$ cat src/design/rv32i_types.sv
package rv32i_types;

	// ------------------------------------------------------------
	// basic data types
	// ------------------------------------------------------------

	// one 32-bit word, used for addresses and data alike.
	typedef logic [31:0] rv32i_word;

	// a full cache line of 32 bytes.
	typedef logic [255:0] cache_line_t;

	// ------------------------------------------------------------
	// cache geometry
	// ------------------------------------------------------------

	localparam int num_sets    = 8;
	localparam int offset_bits = 5;
	localparam int index_bits  = 3;
	localparam int tag_bits    = 24;

	// ------------------------------------------------------------
	// physical memory port
	// ------------------------------------------------------------

	// a line-sized request, held unchanged until resp is seen.
	typedef struct packed {
		logic        read;
		logic        write;
		rv32i_word   address;
		cache_line_t wdata;
	} pmem_req_t;

	// resp is a single-cycle pulse and rdata is valid with it.
	typedef struct packed {
		logic        resp;
		cache_line_t rdata;
	} pmem_rsp_t;

	// ------------------------------------------------------------
	// controller states
	// ------------------------------------------------------------

	// shared by both caches; the icache never writes back.
	typedef enum logic [1:0] {
		st_check,
		st_writeback,
		st_fill
	} cache_state_t;

	typedef enum logic [1:0] {
		arb_idle,
		arb_icache,
		arb_dcache
	} arb_state_t;

endpackage : rv32i_types

$ cat src/design/icache.sv
`timescale 1ns/1ps

module icache import rv32i_types::*; (
	input  logic      clk,
	input  logic      rst,
	input  logic      iread,
	input  rv32i_word inst_addr,
	input  pmem_rsp_t irsp,
	output rv32i_word inst,
	output logic      iready,
	output pmem_req_t ireq
);

	// address fields of the current fetch.
	logic [tag_bits-1:0]      addr_tag;
	logic [index_bits-1:0]    addr_index;
	logic [offset_bits-3:0]   addr_word;

	// the arrays are flip-flops, so every read below is combinational.
	logic                     valid [num_sets];
	logic [tag_bits-1:0]      tags  [num_sets];
	cache_line_t              lines [num_sets];

	cache_state_t             state;
	logic                     hit;
	logic                     fill_done;

	assign addr_tag   = inst_addr[offset_bits + index_bits +: tag_bits];
	assign addr_index = inst_addr[offset_bits +: index_bits];
	assign addr_word  = inst_addr[offset_bits-1:2];

	assign hit       = valid[addr_index] && (tags[addr_index] == addr_tag);
	assign fill_done = (state == st_fill) && irsp.resp;

	// ------------------------------------------------------------
	// core side
	// ------------------------------------------------------------

	// with no fetch pending the cache reports ready so the data side can advance.
	assign iready = !iread || ((state == st_check) && hit);
	assign inst   = lines[addr_index][32*addr_word +: 32];

	// ------------------------------------------------------------
	// memory side
	// ------------------------------------------------------------

	// the core holds inst_addr during a miss, so the request stays stable.
	always_comb begin
		ireq         = '0;
		ireq.read    = (state == st_fill);
		ireq.address = {inst_addr[31:offset_bits], {offset_bits{1'b0}}};
	end

	// control state and valid bits.
	always_ff @(posedge clk) begin
		if (rst) begin
			state <= st_check;
			for (int i = 0; i < num_sets; i++) begin
				valid[i] <= 1'b0;
			end
		end else begin
			case (state)
				st_check: begin
					// a miss spends this one cycle here before the fill starts.
					if (iread && !hit) begin
						state <= st_fill;
					end
				end
				st_fill: begin
					if (irsp.resp) begin
						state             <= st_check;
						valid[addr_index] <= 1'b1;
					end
				end
				default: begin
					state <= st_check;
				end
			endcase
		end
	end

	// line data and tags are written only when a fill completes.
	always_ff @(posedge clk) begin
		if (fill_done) begin
			lines[addr_index] <= irsp.rdata;
			tags[addr_index]  <= addr_tag;
		end
	end

endmodule : icache

$ cat config.mk
export PLATFORM = sky130hd
export DESIGN_NAME = icache
export DESIGN_NICKNAME = d
export VERILOG_FILES = /design/src/design/rv32i_types.sv /design/src/design/icache.sv
export SDC_FILE = /design/constraint.sdc
export NUM_CORES = 2
export LEC_CHECK = 0
export BUFFER_PORTS_ARGS = -buffer_cell sky130_fd_sc_hd__clkbuf_2
export CORE_AREA = 4 4 448 450
export CTS_CLUSTER_DIAMETER = 200
export CTS_CLUSTER_SIZE = 28
export DETAILED_ROUTE_END_ITERATION = 7
export DIE_AREA = 0 0 452 454
export PLACE_DENSITY_LB_ADDON = 0.12
export SETUP_SLACK_MARGIN = 0.5
export SYNTH_ARGS = -nofsm -noshare
export SYNTH_HDL_FRONTEND = slang
export SYNTH_SLANG_ARGS = --single-unit
$ cat constraint.sdc
create_clock -name clk -period 30.5 [get_ports clk]
set_clock_uncertainty 0.1 [all_clocks]
set_input_delay 1.525 -clock clk [delete_from_list [all_inputs] [get_ports clk]]
set_output_delay 1.525 -clock clk [all_outputs]
set_load 0.005 [all_outputs]
==> reports/qor.csv <==
stage;metric;value;unit
floorplanning;die_area;0.205;mm^2
detailed_routing;drtIter0Drc;5088;
yosys;synth_area;0.0883;mm^2
sta;fmax;119;MHz
placed_design;dp_slack;21990;ps
global_route;grt_remaining_overflow;0;
placed_design;gp_congestion;0.769;
critical_path;required;28880;ps
power;seqPwrFrac;64.9;%
yosys;syn_inst;5089;
cells_and_area;syn_to_final_growth;7.05;%
floorplanning;initial_core_util;44.9;%
critical_path;cp.arrival;6760;ps
sta;finalHoldViolations;0;
status;status;complete, no violations;
sta;whs;378;ps
critical_path;crit_family;buffers and inverters;
global_route;grt_pass1_vias;45818;
yosys;ys_async_sr_fraction;0;%
detailed_routing;wl_met1;108;mm
detailed_routing;route.vias.total;47625;
detailed_routing;dr_wl_met3;17.3;mm
sta;fin_crit_sh;27.5;%
placed_design;dp_hpwl;147;mm
detailed_routing;detail-route-antenna-nets;0;
power;p_per_area;55.8;mW/mm^2
clock_network;cts-buffers-inserted;90;
critical_path;cpMostUsedCell;buf_4;
sta;tightest_slew;1210;ps
detailed_routing;via_per_inst;5.94;
detailed_routing;wl_met2;129;mm
critical_path;critPathMaxStageDelay;730;ps
critical_path;critPathMaxFanout;44;
critical_path;slowest_stage;buf_4;
detailed_routing;drc;0;
power;comb_power_share;7.2;%
cells_and_area;final_cell_mix;edfxtp_1 (2240), clkbuf_2 (344), mux2i_1 (339);
yosys;ys_seq_area_share;76.4;%
global_route;grt_max_degree;129;
critical_path;endpoint_kind;output pin;
clock_network;h-tree-depth;3;
power;netSwitchingFraction;22.6;%
floorplanning;dieWidth;452;um
cells_and_area;layout_commonest_cell;edfxtp_1;
global_route;grtUsageTotal;24.9;%
power;ir_worst_vdd;0.0405;mV
yosys;ys_seq_elements;2249;
clock_network;clk_pin_slew;100;ps
run;maxCapViolCount;0;
worst_hold_path;hp-class;reg -> reg;
yosys;avgSynthCellArea;17.3;um^2
detailed_routing;wl;261;mm
sta;slew_headroom;19.2;%
power;p_sw;1.19;mW
clock_network;post_cts_resized;0;
global_route;grt_pass1_wl;364;mm
clock_network;cts-root-buf;clkbuf_16;
yosys;synth_flop_cell;edfxtp_1;
power;internal_power;4.08;mW
detailed_routing;dr.pass1.iters;7;
power;leakagePower;30.5;nW
clock_network;clockBufferDepth;3;
sta;rsz0062_at_grt;false;
clock_network;clock_latency;770;ps
cells_and_area;final_area;0.0945;mm^2
yosys;yosysUniqueCellTypes;73;
clock_network;cts_setup_buffers;0;
sta;min_period;8380;ps
floorplanning;dieHeight;454;um
detailed_routing;wire_per_inst;32.6;um
critical_path;path_cells;buf_8, buf_4, buf_4, nor2b_4, buf_4, a22oi_1, o21ai_0, o22ai_1, nor3_1, a311o_1, o21a_1, clkbuf_2;
sta;finalSetupViolations;0;
yosys;yosysWarningCount;0;
cells_and_area;finalCoreUtilization;48.1;%
critical_path;criticalPathCategory;in -> out;
sta;final-max-slew-violation-count;0;
critical_path;critPathBufInv;5;
critical_path;cp-start-kind;primary input;
placed_design;postPlaceCellArea;0.0920;mm^2
clock_network;cts_hold_buf;0;
floorplanning;rows;163;
clock_network;cts.sinks;2249;
detailed_routing;topRoutingLayerUsed;met5;
placed_design;port_buffers;350;
yosys;synth-edff-count;2240;
clock_network;cts_tree;yes;
power;clockPowerShare;27.9;%
floorplanning;coreArea;0.197;mm^2
sta;setup_tns;0;ps
floorplanning;io_pins;615;
cells_and_area;fin_nets;5613;
global_route;antenna_found_initial;89;
sta;final.setup.worst_slack;22120;ps
cells_and_area;drive_gt1_share;15.8;%
-- path summary, 6_finish.rpt --
path | from | end | slack [ps] | cells after the start
worst min register to register | valid[7] | valid[7] | 380 | 2
worst max-delay path | inst_addr[5] | inst[18] | 22120 | 12
worst min-delay path | valid[7] | valid[7] | 380 | 2
worst max register to register | state[1] | lines[3][196] | 26190 | 5
-- layer usage --
layer,track usage [%],up-vias
met2,41.4,1736
met5,0,-
li1,-,20242
met1,34.4,25305
met4,6.60,24
met3,3.95,318
-- per-stage QoR --
step	total power [mW]	cells
6_report	5.27	8015
5_1_grt	5.44	7995
4_1_cts	5.31	7977
3_5_place_dp	3.87	7869
3_3_place_gp	3.87	7869
2_1_floorplan	3.72	5350
-- cells in the mapped netlist, types with 25 or more instances --
| master | number | area [um^2] |
|---|---|---|
| edfxtp_1 | 2240 | 67300 |
| mux2i_1 | 339 | 3390 |
| buf_4 | 318 | 2390 |
| a21oi_1 | 254 | 1270 |
| nand2_1 | 245 | 920 |
| o21ai_0 | 222 | 1110 |
| nor2_1 | 175 | 657 |
| a221oi_1 | 169 | 1480 |
| a22oi_1 | 158 | 1190 |
| buf_2 | 129 | 646 |
| mux2_2 | 129 | 1450 |
| clkbuf_1 | 116 | 435 |
| mux4_2 | 90 | 2030 |
| a221o_1 | 57 | 571 |
| nand3_1 | 42 | 210 |
| buf_1 | 38 | 143 |
| a22o_1 | 35 | 307 |
| a31oi_1 | 29 | 181 |
| o221ai_1 | 27 | 236 |
| a2111oi_0 | 26 | 228 |
| o211ai_1 | 25 | 188 |
-- flip-flops by register name (all words and copies together), names as in the netlist --
register,count
lines,2048
tags,192
valid,8
state,1
-- final cells by class --
type / count / area, um^2
Timing Repair Buffer: 484 / 2890
Inverter: 5 / 30.0
Sequential cell: 2249 / 67400
Clock inverter: 7 / 87.6
Clock buffer: 101 / 2340
Tap cell: 2640 / 3300
Fill cell: 16675 / 102000
Multi-Input combinational cell: 2491 / 18300
Antenna cell: 38 / 95.1
-- worst min-delay path, stage by stage (launching register included) --
cell and delay [ps]:
dfxtp_1 340, nor2_1 50, nor2_1 70
-- power groups by stage --
stage          clock, mW  sequential (mW)  combinational, mW
6_report            1.47             3.42              0.378
5_1_grt             1.61             3.42              0.403
4_1_cts             1.50             3.42              0.380
3_5_place_dp           0             3.49              0.379
3_3_place_gp           0             3.49              0.375
2_1_floorplan          0             3.51              0.213
-- kinds of logic (layout without fill, tap and decap cells) --
group | after synthesis | in the layout | synth area share, %
flops | 2249 | 2249 | 76.4
compound gates | 1125 | 1125 | 8.82
buf+inv | 610 | 597 | 4.17
mux | 563 | 563 | 7.93
simple gates | 522 | 522 | 2.47
xor+xnor | 19 | 19 | 0.189
other cells | 1 | 300 | 0.00425
No activity file was read; power rests on OpenSTA's default activity.
