--- config.mk ---
export PLATFORM = sky130hd
export DESIGN_NAME = arbiter
export DESIGN_NICKNAME = d
export VERILOG_FILES = /design/src/design/rv32i_types.sv /design/src/design/arbiter.sv
export SDC_FILE = /design/constraint.sdc
export NUM_CORES = 1
export LEC_CHECK = 0
export BUFFER_PORTS_ARGS = -buffer_cell sky130_fd_sc_hd__buf_2
export CAP_MARGIN = 30
export CORE_AREA = 5 5 636 638
export CTS_CLUSTER_SIZE = 10
export DETAILED_ROUTE_END_ITERATION = 6
export DIE_AREA = 0 0 641 643
export GPL_ROUTABILITY_DRIVEN = 0
export PLACE_DENSITY = 0.3
export RECOVER_POWER = 50
export SLEW_MARGIN = 20
export SYNTH_ARGS = -nofsm -noshare
export SYNTH_HDL_FRONTEND = slang
export SYNTH_SLANG_ARGS = --single-unit
--- constraint.sdc ---
create_clock -name clk -period 1.4 [get_ports clk]
set_input_delay 0.14 -clock clk [delete_from_list [all_inputs] [get_ports clk]]
set_output_delay 0.14 -clock clk [all_outputs]
set_load 0.005 [all_outputs]
--- src/design/rv32i_types.sv ---
package rv32i_types;

	// ------------------------------------------------------------
	// basic data types
	// ------------------------------------------------------------

	// one 32-bit word, used for addresses and data alike.
	typedef logic [31:0] rv32i_word;

	// a full cache line of 32 bytes.
	typedef logic [255:0] cache_line_t;

	// ------------------------------------------------------------
	// cache geometry
	// ------------------------------------------------------------

	localparam int num_sets    = 8;
	localparam int offset_bits = 5;
	localparam int index_bits  = 3;
	localparam int tag_bits    = 24;

	// ------------------------------------------------------------
	// physical memory port
	// ------------------------------------------------------------

	// a line-sized request, held unchanged until resp is seen.
	typedef struct packed {
		logic        read;
		logic        write;
		rv32i_word   address;
		cache_line_t wdata;
	} pmem_req_t;

	// resp is a single-cycle pulse and rdata is valid with it.
	typedef struct packed {
		logic        resp;
		cache_line_t rdata;
	} pmem_rsp_t;

	// ------------------------------------------------------------
	// controller states
	// ------------------------------------------------------------

	// shared by both caches; the icache never writes back.
	typedef enum logic [1:0] {
		st_check,
		st_writeback,
		st_fill
	} cache_state_t;

	typedef enum logic [1:0] {
		arb_idle,
		arb_icache,
		arb_dcache
	} arb_state_t;

endpackage : rv32i_types

--- src/design/arbiter.sv ---
`timescale 1ns/1ps

module arbiter import rv32i_types::*; (
	input  logic      clk,
	input  logic      rst,
	input  pmem_req_t ireq,
	input  pmem_req_t dreq,
	input  pmem_rsp_t pmem_rsp,
	output pmem_rsp_t irsp,
	output pmem_rsp_t drsp,
	output pmem_req_t pmem_req
);

	arb_state_t state;
	logic       ireq_pending;
	logic       dreq_pending;

	assign ireq_pending = ireq.read || ireq.write;
	assign dreq_pending = dreq.read || dreq.write;

	// ------------------------------------------------------------
	// grant register
	// ------------------------------------------------------------

	// the data side wins a tie. the grant drops on the resp edge, which
	// leaves one idle cycle before the next grant.
	always_ff @(posedge clk) begin
		if (rst) begin
			state <= arb_idle;
		end else begin
			case (state)
				arb_idle: begin
					if (dreq_pending) begin
						state <= arb_dcache;
					end else if (ireq_pending) begin
						state <= arb_icache;
					end
				end
				arb_icache, arb_dcache: begin
					if (pmem_rsp.resp) begin
						state <= arb_idle;
					end
				end
				default: begin
					state <= arb_idle;
				end
			endcase
		end
	end

	// ------------------------------------------------------------
	// request and response routing
	// ------------------------------------------------------------

	// nothing reaches memory while idle.
	always_comb begin
		case (state)
			arb_icache: pmem_req = ireq;
			arb_dcache: pmem_req = dreq;
			default:    pmem_req = '0;
		endcase
	end

	// rdata is shared, only resp is steered.
	always_comb begin
		irsp.rdata = pmem_rsp.rdata;
		drsp.rdata = pmem_rsp.rdata;
		irsp.resp  = pmem_rsp.resp && (state == arb_icache);
		drsp.resp  = pmem_rsp.resp && (state == arb_dcache);
	end

endmodule : arbiter

==> summary.md, run 1 <==
| Metric | Value |
|---|---|
| Die area | `412200 µm²` |
| Power density over cell area | `719.3 nW/µm²` |
| Setup slack after layout | `-0.8631 ns` |
| Longest Clk Path Bufs | `2` |
| DR vias/cell | `1.960` |
| Syn avg cell area | `7.262 µm²` |
| Pre-CTS setup slack | `-1.171 ns` |
| WL/cell | `43.70 µm` |
| Largest area contributor in the netlist | `buf_4` |
| Final Hold Fails | `0` |
| Crit-path leading delay family | `buffers and inverters` |
| Top cells by area, synth | `buf_4 46%, a22oi_1 25%, nor2b_1 21%` |
| Clock Sinks | `2` |
| Yosys cell types | `19` |
| Critical path launch point type | `register` |
| Final Skew | `0.001200 ns` |
| Post-DP HPWL | `284.7 mm` |
| Skew-Pair Late Insertion Delay | `0.22 ns` |
| TritonCTS buffer count | `3` |
| Drt first-iter violations | `975` |
| Cell Rows | `232` |
| Slew of the pin with the lowest slew margin | `0.5034 ns` |
| Initial Util | `2.202%` |
| WP data required | `1.26 ns` |
| Total Routed Length | `311.0 mm` |
| Synth Cell Area | `8765 µm²` |
| CP max stage cell | `a22oi_2` |
| Failing checks | `negative setup slack` |
| Largest net degree at the start of global routing | `27` |
| Critical-path maximum fanout | `7` |
| DRC Markers | `0` |
| Die height | `643 µm` |
| Core area | `398000 µm²` |
| Crit share post-route | `161.7%` |
| Crit-path cells | `buf_6, ha_4, buf_12, buf_12, buf_16, buf_6, a22oi_2, nor2b_2, buf_2` |
| Peak supply drop | `0.3255 mV` |
| Syn_nets | `2049` |
| Seq cells post-synth | `2` |
| Layout cell share with drive strength beyond 1 | `93.85%` |
| Post-Synthesis Cells | `1207` |
| PortBufs | `874` |
| Vias in the first global route | `12.97k` |
| Status | `complete, but fails checks` |
| GRT Total Usage | `14.36%` |
| Bufs and invs on worst path | `6` |
| Vias | `13.95k` |
| Total grt overflow | `0` |
| Synth top area share | `46.17%` |
| Slew headroom | `66.44%` |
| Detail Route Antenna Nets | `0` |
| P&R area growth vs syn | `188.2%` |
| Die width | `641 µm` |
| Post-synthesis sequential area ratio | `0.4568%` |
| Initial antenna violation count | `270` |
| FMAX | `0.4419 GHz` |
| Yosys Warn Count | `0` |
| Max Cap Viol | `0` |
| Worst EP arrival | `2.12 ns` |
| Max incr delay on CP | `0.42 ns` |
| First-pass GRT wire length | `340.7 mm` |
| Fin nets | `2650` |
| Reg clk slew, reported paths | `0.03 ns` |
| Endpoints failing setup | `294` |
| Top-Level Pins | `1643` |
| Largest Register | `state` |
| Max FFs per register | `2` |
| Post-route total power | `0.01817 W` |
| Max-slew violations | `0` |
| Initial DRT Pass Iterations | `5` |
| Unrepaired setup endpoints after global routing | `yes` |
| Clk root buf | `clkbuf_16` |
| Leakage | `8.227 nW` |
| CP Capture Type | `primary output` |
| Htree depth | `1` |
| Crit Path Class | `reg2out` |
| Top flop regs | `state x2` |
| Worst hold path class | `in2reg` |
| CTS tree | `done` |
| Fin crit period | `2.263 ns` |
-- path summary, 6_finish.rpt --
| path | start | end | slack (ns) | depth (start not counted) |
|---|---|---|---|---|
| hold reg to reg | state[1]$_SDFFE_PP0P_ | state[1]$_SDFFE_PP0P_ | 0.55 | 2 |
| setup reg to reg | state[0]$_SDFFE_PP0P_ | state[1]$_SDFFE_PP0P_ | -0.58 | 11 |
| hold / removal | rst | state[0]$_SDFFE_PP0P_ | 0.12 | 2 |
| setup / recovery | state[0]$_SDFFE_PP0P_ | pmem_req[236] | -0.86 | 9 |
-- per-stage QoR --
| step | util, % | cell area, µm² | hold WS (ns) | TNS (ns) | cells |
|---|---|---|---|---|---|
| after floorplan | - | 8765 | 0.2046 | 0 | 1207 |
| after global placement | 4.625 | 18410 | 0.2801 | -151.10 | 6911 |
| after detailed placement | 4.631 | 18430 | 0.2801 | -143.42 | 6913 |
| after CTS | 6.067 | 24150 | 0.1063 | -208.12 | 7069 |
| after global routing | 6.329 | 25190 | 0.1063 | -207.31 | 7089 |
| final | 6.346 | 25260 | 0.1215 | -191.48 | 7116 |
-- report_power, final --
group / internal [W] / switching, W / total, W
Combinational: 0.00933 / 0.00832 / 0.0177
Clock: 0.000363 / 0.0000641 / 0.000427
Sequential: 0.0000686 / 0.0000132 / 0.0000818
-- repair_timing --
action	CTS	global route
cloned	59	6
pin swaps	40	59
hold buffers	0	0
buffers inserted	101	41
resized for setup	740	344
setup endpoints to repair	294	294
-- area by class of cell --
class | instances | area (µm²)
fill | 46740 | 372700
timing repair buffer | 1204 | 11520
multi-input combinational | 595 | 6902
tap | 5265 | 6588
antenna | 45 | 112.6
clock buffer | 3 | 75.07
sequential | 2 | 47.55
inverter | 2 | 12.51
-- kinds of logic after synthesis --
kind of cell,Yosys count,share of synthesized area (%)
fa+ha+maj,3,0.4283
flops,2,0.4568
buf+inv,610,52.68
simple gates,297,21.23
compound gates,295,25.21
-- layer usage --
metal | share of wire, % | track usage [%] | up-vias
met1 | 28 | 11.82 | 6132
met2 | 46 | 23.70 | 2055
li1 | - | - | 4894
met3 | 22 | 14.40 | 721
met5 | 0.44 | 0.9469 | -
met4 | 4.1 | 3.994 | 147
-- cells in the final DEF, fill, tap and decap left out --
cell       instances
nor3b_1            1
inv_4              2
nor2b_4          181
nor2_1             1
a211oi_2           1
and2b_1            1
buf_2            696
nand3b_1           1
buf_16            49
nor2b_1           71
a22oi_2          259
and2_4             1
a22oi_1           31
buf_8             31
and2_1             1
o21ai_2            1
clkbuf_16          9
buf_6            180
buf_4             64
nor2b_2           38
a21oi_1            2
diode_2           45
dfxtp_4            2
ha_4               3
o21ai_0            1
buf_12           178
or2b_1             1
-- synthesized netlist by cell type --
master and instances:
a211oi_2 1, a21oi_1 2, a22oi_1 290, and2_1 2, and2b_1 1, buf_2 9
buf_4 539, buf_6 7, clkbuf_1 29, clkbuf_8 24, dfxtp_1 2, ha_1 3
inv_1 2, nand3b_1 1, nor2_1 1, nor2b_1 290, nor3b_1 1, o21ai_0 2
or2b_1 1
Power figures use the tool's default switching activity.
==> run 2: changes to the inputs <==
--- a/config.mk
+++ b/config.mk
@@ -5,14 +5,14 @@
 export SDC_FILE = /design/constraint.sdc
 export NUM_CORES = 1
 export LEC_CHECK = 0
+export ABC_AREA = 1
 export BUFFER_PORTS_ARGS = -buffer_cell sky130_fd_sc_hd__buf_2
 export CAP_MARGIN = 30
-export CORE_AREA = 5 5 636 638
+export CORE_AREA = 5 5 628 630
 export CTS_CLUSTER_SIZE = 10
 export DETAILED_ROUTE_END_ITERATION = 6
-export DIE_AREA = 0 0 641 643
+export DIE_AREA = 0 0 633 635
 export GPL_ROUTABILITY_DRIVEN = 0
-export PLACE_DENSITY = 0.3
 export RECOVER_POWER = 50
 export SLEW_MARGIN = 20
 export SYNTH_ARGS = -nofsm -noshare
==> run 2 against run 1 <==
Against the previous run: the flow still finishes with violations (negative setup slack); die area fell by 2.5%; sequential cell count is the same; synthesized cell count rose by 25%; global-route usage up 4.6 points; core utilization down 0.69 points; synthesized area is 0.53% lower; final cell count is 1.5% higher; largest cell class unchanged.
==> summary.md, run 2 <==
| Metric | Value |
|---|---|
| Reg2reg path depth | `8 (-3)` |
| Sw Ratio | `58.05% (+12 points)` |
| Power density over cell area | `558.5 nW/µm² (-22%)` |
| Detail Route Antenna Nets | `0 (unchanged)` |
| Post-DP HPWL | `380.1 mm (+34%)` |
| Status | `complete, but fails checks` |
| Core area | `388000 µm² (-2.5%)` |
| Fin crit period | `2.014 ns (-0.2487 ns)` |
| Endpoints failing setup | `294 (unchanged)` |
| Initial DRT Pass Iterations | `5 (unchanged)` |
| Fin nets | `2759 (+4.1%)` |
| Skew-Pair Late Insertion Delay | `0.23 ns (about the same)` |
| Clk pwr share | `3.6% (+1.2 points)` |
| R2r setup slk | `-0.04 ns (+0.54 ns)` |
| Syn avg cell area | `5.793 µm² (-20%)` |
| Peak supply drop | `0.3490 mV (+7.2%)` |
| Post-synthesis sequential area ratio | `0.4592% (+0.0024 points)` |
| Most frequent cells in the layout | `633 x buf_2, 424 x nand2_1, 155 x a21oi_2` |
| Largest net degree at the start of global routing | `41 (+52%)` |
| Initial antenna violation count | `397 (+47%)` |
| Worst hold stages | `2 (unchanged)` |
| Layout Utilization | `5.657% (-0.69 points)` |
| Vias in the first global route | `12.74k (-1.8%)` |
| Yosys cell types | `14 (-5)` |
| Top flop regs | `state x2` |
| WL/cell | `55.53 µm (+27%)` |
| Cell Rows | `229 (-1.3%)` |
| Final Skew | `0.0007563 ns (-0.0004433 ns)` |
| Longest Clk Path Bufs | `2 (unchanged)` |
| TritonCTS buffer count | `3 (unchanged)` |
| Largest area contributor in the netlist | `buf_4` |
| Htree depth | `1 (unchanged)` |
| Layout cell share with drive strength beyond 1 | `74.15% (-20 points)` |
| Post-Synthesis Cells | `1505 (+25%)` |
| P_int | `0.005141 W (-47%)` |
| GRT Total Usage | `18.95% (+4.6 points)` |
| Unrepaired setup endpoints after global routing | `yes` |
| Final Hold Fails | `0 (unchanged)` |
| Clock Sinks | `2 (unchanged)` |
| Top cells by area, synth | `buf_4 45%, nand2_1 25%, a21oi_1 11%` |
| Vias | `15.03k (+7.7%)` |
| FMAX | `0.4964 GHz (+12%)` |
| Die area | `402000 µm² (-2.5%)` |
| Final Cell Area | `21940 µm² (-13%)` |
| Synth Cell Area | `8718 µm² (-0.53%)` |
| Most common cell after layout, fill and taps aside | `buf_2` |
| Count leader, synth | `nand2_1` |
| Worst hold path class | `in2reg` |
| Setup slack after layout | `-0.6144 ns (+0.2487 ns)` |
| CTS tree | `done` |
| Crit Path Class | `reg2out` |
| Slew headroom | `76.09% (+9.6 points)` |
| Synth top area share | `45.03% (-1.1 points)` |
| Post-synth top cells | `588 x nand2_1, 523 x buf_4, 192 x a21oi_1` |
| Die width | `633 µm (-1.2%)` |
| WHS | `0.1103 ns (-0.01121 ns)` |
| Clk root buf | `clkbuf_16` |
| Slew of the pin with the lowest slew margin | `0.3587 ns (-0.1447 ns)` |
| Failing checks | `negative setup slack` |
| Max Cap Viol | `0 (unchanged)` |
| PortBufs | `874 (unchanged)` |
| Syn_nets | `2347 (+15%)` |
| NetSw | `0.007114 W (-15%)` |
| Dpl cell area | `17350 µm² (-5.9%)` |
| Yosys Warn Count | `0 (unchanged)` |
| Post-CTS Hold Buffers | `0 (unchanged)` |
| Top-Level Pins | `1643 (unchanged)` |
| Crit share post-route | `143.9% (-18 points)` |
| Largest Register | `state` |
| DRC Markers | `0 (unchanged)` |
| Die height | `635 µm (-1.2%)` |
| Max FFs per register | `2 (unchanged)` |
| Critical-path maximum fanout | `40 (+33)` |
| Worst EP arrival | `1.87 ns (-0.25 ns)` |
| Initial Util | `2.247% (+0.045 points)` |
| Prevailing post-synth register cell | `dfxtp_1` |
| DR vias/cell | `2.080 (+6.1%)` |
| Total Routed Length | `401.2 mm (+29%)` |
| First-pass GRT wire length | `427.7 mm (+26%)` |
| Pre-CTS setup slack | `-0.9034 ns (+0.2672 ns)` |
| WP data required | `1.26 ns (about the same)` |
| FFs w/ async S/R, synth | `0% (unchanged)` |
| Leakage | `6.819 nW (-17%)` |
| Total grt overflow | `0 (unchanged)` |
| Critical path launch point type | `register` |
| Reg power frac | `0.6% (about the same)` |
| Max-slew violations | `0 (unchanged)` |
| CP Capture Type | `primary output` |
| P&R area growth vs syn | `151.7%` |
| Drt first-iter violations | `1143 (+17%)` |
| Number of synthesized flops with an enable pin | `0 (unchanged)` |
| Reg clk slew, reported paths | `0.03 ns (about the same)` |
| Power share of the combinational group | `95.8% (-1.4 points)` |
| Seq cells post-synth | `2 (unchanged)` |
-- run 2: changes by cell type after synthesis, sizes merged, moves of 2 or more --
| cell | change |
|---|---|
| and2 | -2 |
| o21ai | -2 |
| nand2 | +588 |
| a21oi | +290 |
| buf | +44 |
| a22oi | -290 |
| inv | +7 |
| clkbuf | -44 |
| nor2b | -290 |
-- run 2: final cells by class --
cell class / count / area, µm²
Inverter: 9 / 50.05
Timing Repair Buffer: 1012 / 8954
Timing Repair inverter: 3 / 52.55
Sequential cell: 2 / 42.54
Clock buffer: 3 / 75.07
Antenna cell: 114 / 285.3
Multi-Input combinational cell: 886 / 5983
Tap cell: 5197 / 6502
Fill cell: 46000 / 366000
-- run 2: critical path, stage by stage, from the launching register on --
cell and delay [ns]:
dfxtp_2 0.33, inv_2 0.05, buf_4 0.14, ha_4 0.29, buf_12 0.14, inv_16 0.07, buf_12 0.17, a21oi_1 0.17
buf_4 0.21
-- run 2: through the flow --
stage	setup TNS [ns]	instances	total power, W
floorplan	0	1505	0.003804
detailed placement	-125.95	7044	0.008378
CTS	-161.55	7094	0.01144
global placement	-121.87	7044	0.008300
global route	-171.96	7157	0.01288
finish	-157.38	7226	0.01226
-- run 2: path summary, 6_finish.rpt --
kind | start | endpoint
setup / recovery | state[1]$_SDFFE_PP0P_ | pmem_req[130]
hold / removal | rst | state[1]$_SDFFE_PP0P_
setup reg to reg | state[1]$_SDFFE_PP0P_ | state[1]$_SDFFE_PP0P_
hold reg to reg | state[1]$_SDFFE_PP0P_ | state[1]$_SDFFE_PP0P_
-- run 2: power by group through the flow --
| stage | combinational (W) | clock [W] | sequential [W] |
|---|---|---|---|
| floorplan | 0.00373 | 0 | 0.0000696 |
| global placement | 0.00823 | 0 | 0.0000694 |
| detailed placement | 0.00831 | 0 | 0.0000698 |
| CTS | 0.0109 | 0.000442 | 0.0000719 |
| global route | 0.0124 | 0.000446 | 0.0000728 |
| finish | 0.0117 | 0.000439 | 0.0000725 |
-- run 2: per-layer routing --
metal / global-route usage (%) / vias up / wire, µm
met5: 1.637 / - / 2222
met4: 5.193 / 204 / 17200
met3: 24.71 / 958 / 111300
met2: 30.54 / 2534 / 177900
met1: 12.75 / 6147 / 92670
li1: - / 5187 / -
-- run 2: cell families after synthesis --
family	share of synthesized area [%]
adders and majority gates	0.4306
and+or+nand+nor	25.50
buffers and inverters	52.54
AOI/OAI and AO/OA	21.07
DFF	0.4593
-- run 2: repair_timing --
item / CTS / global route
setup buffers: 26 / 13
resized for setup: 566 / 252
endpoints found under the setup margin: 292 / 294
gates cloned: 22 / 13
pin swaps: 48 / 46
==> run 3: changes to the inputs <==
--- a/config.mk
+++ b/config.mk
@@ -8,11 +8,14 @@
 export ABC_AREA = 1
 export BUFFER_PORTS_ARGS = -buffer_cell sky130_fd_sc_hd__buf_2
 export CAP_MARGIN = 30
-export CORE_AREA = 5 5 628 630
+export CELL_PAD_IN_SITES_DETAIL_PLACEMENT = 1
+export CELL_PAD_IN_SITES_GLOBAL_PLACEMENT = 1
+export CORE_AREA = 5 5 635 637
 export CTS_CLUSTER_SIZE = 10
 export DETAILED_ROUTE_END_ITERATION = 6
-export DIE_AREA = 0 0 633 635
+export DIE_AREA = 0 0 640 642
 export GPL_ROUTABILITY_DRIVEN = 0
+export PLACE_DENSITY_LB_ADDON = 0.1
 export RECOVER_POWER = 50
 export SLEW_MARGIN = 20
 export SYNTH_ARGS = -nofsm -noshare
==> run 3 against run 2 <==
Against the previous run: routed wire length shrank 39%; die area rose by 2.2%; the run still ends with negative setup slack left; first-iteration DRC count is 61% lower; largest cell class unchanged; largest power group unchanged; critical endpoint is now pmem_req[173]; sequential cell count unchanged.
==> summary.md, run 3 (synthesis results as in run 2) <==
| Metric | Value |
|---|---|
| Max FFs per register | `2 (unchanged)` |
| Crit Path Class | `reg2out` |
| Crit-path cells | `inv_4, buf_6, ha_4, buf_12, clkbuf_16, buf_12, buf_16, nand2_4, a21oi_2, buf_4, buf_12` |
| GRT Total Usage | `11.03% (-7.9 points)` |
| Die area | `410900 µm² (+2.2%)` |
| Drt first-iter violations | `450 (-61%)` |
| CP max stage cell | `dfxtp_4` |
| Crit share post-route | `158.7% (+15 points)` |
| Endpoints failing setup | `292 (-0.68%)` |
| Most frequent cells in the layout | `686 x buf_2, 408 x nand2_1, 192 x buf_12` |
| Largest Register | `state` |
| Slew headroom | `74.00% (-2.1 points)` |
| Total grt overflow | `0 (unchanged)` |
| Clk root buf | `clkbuf_16` |
| Vias | `13.08k (-13%)` |
| Crit-path leading delay family | `buffers and inverters` |
| Skew-Pair Late Insertion Delay | `0.23 ns (about the same)` |
| FMAX | `0.4502 GHz (-9.3%)` |
| Status | `complete, but fails checks` |
| Critical-path maximum fanout | `7 (-83%)` |
| Largest net degree at the start of global routing | `34 (-17%)` |
| Setup slack after layout | `-0.8212 ns (-0.2068 ns)` |
| CTS tree | `done` |
| Fin crit period | `2.221 ns (+0.2068 ns)` |
| WL/cell | `33.15 µm (-40%)` |
| Final Hold Fails | `0 (unchanged)` |
| Placed cell count | `7245 (+2.9%)` |
| Top flop regs | `state x2` |
| Peak supply drop | `0.3042 mV (-13%)` |
| Cell Rows | `232 (+1.3%)` |
| Power density over cell area | `560.5 nW/µm² (+0.36%)` |
| Worst EP arrival | `2.08 ns (+0.21 ns)` |
| PortBufs | `874 (unchanged)` |
| Detail Route Antenna Nets | `0 (unchanged)` |
| Unrepaired setup endpoints after global routing | `yes` |
| Top-Level Pins | `1643 (unchanged)` |
| Most common cell after layout, fill and taps aside | `buf_2` |
| Post-DP HPWL | `224.2 mm (-41%)` |
| Fin nets | `2919 (+5.8%)` |
| Total Routed Length | `243.9 mm (-39%)` |
| CP Capture Type | `primary output` |
| Vias in the first global route | `14.12k (+11%)` |
| Post-route total power | `0.01372 W (+12%)` |
| Slew of the pin with the lowest slew margin | `0.3892 ns (+0.03049 ns)` |
| WP data required | `1.26 ns (about the same)` |
| Die height | `642 µm (+1.1%)` |
| TritonCTS buffer count | `3 (unchanged)` |
| Non-filler cells, final | `7358 (+1.8%)` |
| Layout cell share with drive strength beyond 1 | `77.16% (+3.0 points)` |
| Post-CTS Hold Buffers | `0 (unchanged)` |
| DR vias/cell | `1.778 (-15%)` |
| WHS | `0.1199 ns (+0.009654 ns)` |
| Final Skew | `0.002178 ns (+0.001422 ns)` |
| Reg clk slew, reported paths | `0.03 ns (about the same)` |
| Critical path launch point type | `register` |
| Die width | `640 µm (+1.1%)` |
| Htree depth | `1 (unchanged)` |
| Max incr delay on CP | `0.34 ns (about the same)` |
| Bufs and invs on worst path | `8 (+2)` |
| Failing checks | `negative setup slack` |
| P&R area growth vs syn | `180.8%` |
| DRC Markers | `0 (unchanged)` |
| Leakage | `8.164 nW (+20%)` |
| Initial DRT Pass Iterations | `4 (-1)` |
| First-pass GRT wire length | `271.6 mm (-36%)` |
| Core area | `397400 µm² (+2.4%)` |
| Initial antenna violation count | `101 (-75%)` |
| Layout Utilization | `6.160% (+0.50 points)` |
| Initial Util | `2.194% (-0.053 points)` |
| Max Cap Viol | `0 (unchanged)` |
| Longest Clk Path Bufs | `2 (unchanged)` |
| Clock Sinks | `2 (unchanged)` |
| Most used cell, CP | `buf_12` |
| Worst hold path class | `in2reg` |
| Max-slew violations | `0 (unchanged)` |
run 3: cell types whose count changed in the layout (fill, tap and decap cells not counted), moves of 4 or more:
cell       previous run  this run
diode_2             114        18
buf_12              136       192
a21oi_4              74       128
buf_2               633       686
a21oi_2             155       107
buf_4                80       118
nand2_4              52        82
nand2_2             102        84
clkbuf_16            15        32
nand2_1             424       408
buf_8                12        20
buf_6               114       107
a21oi_1              63        57
nand2_8              10        14
run 3: power by group:
group / switching [W] / leakage (nW) / internal [W] / total [W]
Clock: 0.0000784 / 0.0371 / 0.000364 / 0.000443
Sequential: 0.00000651 / 0.0175 / 0.0000663 / 0.0000729
Combinational: 0.00742 / 8.11 / 0.00579 / 0.0132
Total: 0.00750 / 8.16 / 0.00622 / 0.0137
run 3: worst register-to-register path, delay by kind of cell (launching register included):
| family | cells | cell delay, ns |
|---|---|---|
| buffers and inverters | 1 | 0.05 |
| adder cells (fa/ha/maj) | 1 | 0.34 |
| AO/OA/AOI/OAI | 1 | 0.12 |
| flip-flops | 1 | 0.35 |
| AND/OR/NAND/NOR | 3 | 0.30 |
run 3: layout make-up:
type                            count  area (µm²)
Fill cell                       47260      372900
Timing Repair Buffer             1175       11010
Multi-Input combinational cell    886        6656
Tap cell                         5265        6588
Clock buffer                        3       75.07
Inverter                            9       62.56
Sequential cell                     2       45.04
Antenna cell                       18       45.04
run 3: metrics by stage:
stage / setup slack, ns / setup TNS [ns] / area (µm²)
after detailed placement: -1.175 / -193.94 / 19320
after global placement: -1.219 / -208.90 / 19320
after global routing: -0.9021 / -227.36 / 24440
after CTS: -0.9157 / -228.13 / 21070
after floorplan: 0.03787 / 0 / 8718
final: -0.8212 / -200.84 / 24480
run 3: layer usage:
metal / GRT usage, % / routed length [µm] / part of all wire, %
met1: 9.106 / 69930 / 29
met2: 19.48 / 120300 / 49
met3: 10.18 / 48070 / 20
met4: 1.595 / 4714 / 1.9
met5: 1.169 / 886 / 0.36
run 3: path summary, 6_finish.rpt:
kind / from / end / slack (ns) / cells past startpoint
setup / recovery: state[0]$_SDFFE_PP0P_ / pmem_req[173] / -0.82 / 11
setup reg to reg: state[0]$_SDFFE_PP0P_ / state[1]$_SDFFE_PP0P_ / 0.16 / 6
hold / removal: rst / state[1]$_SDFFE_PP0P_ / 0.12 / 2
hold reg to reg: state[1]$_SDFFE_PP0P_ / state[1]$_SDFFE_PP0P_ / 0.62 / 3
run 3: what timing repair did:
item | 4_1_cts | 5_1_grt
gates cloned | 7 | 31
pin swaps | 30 | 164
endpoints found under the hold margin | 0 | 0
setup endpoints to repair | 293 | 292
setup buffers | 22 | 46
gates resized for setup | 280 | 548
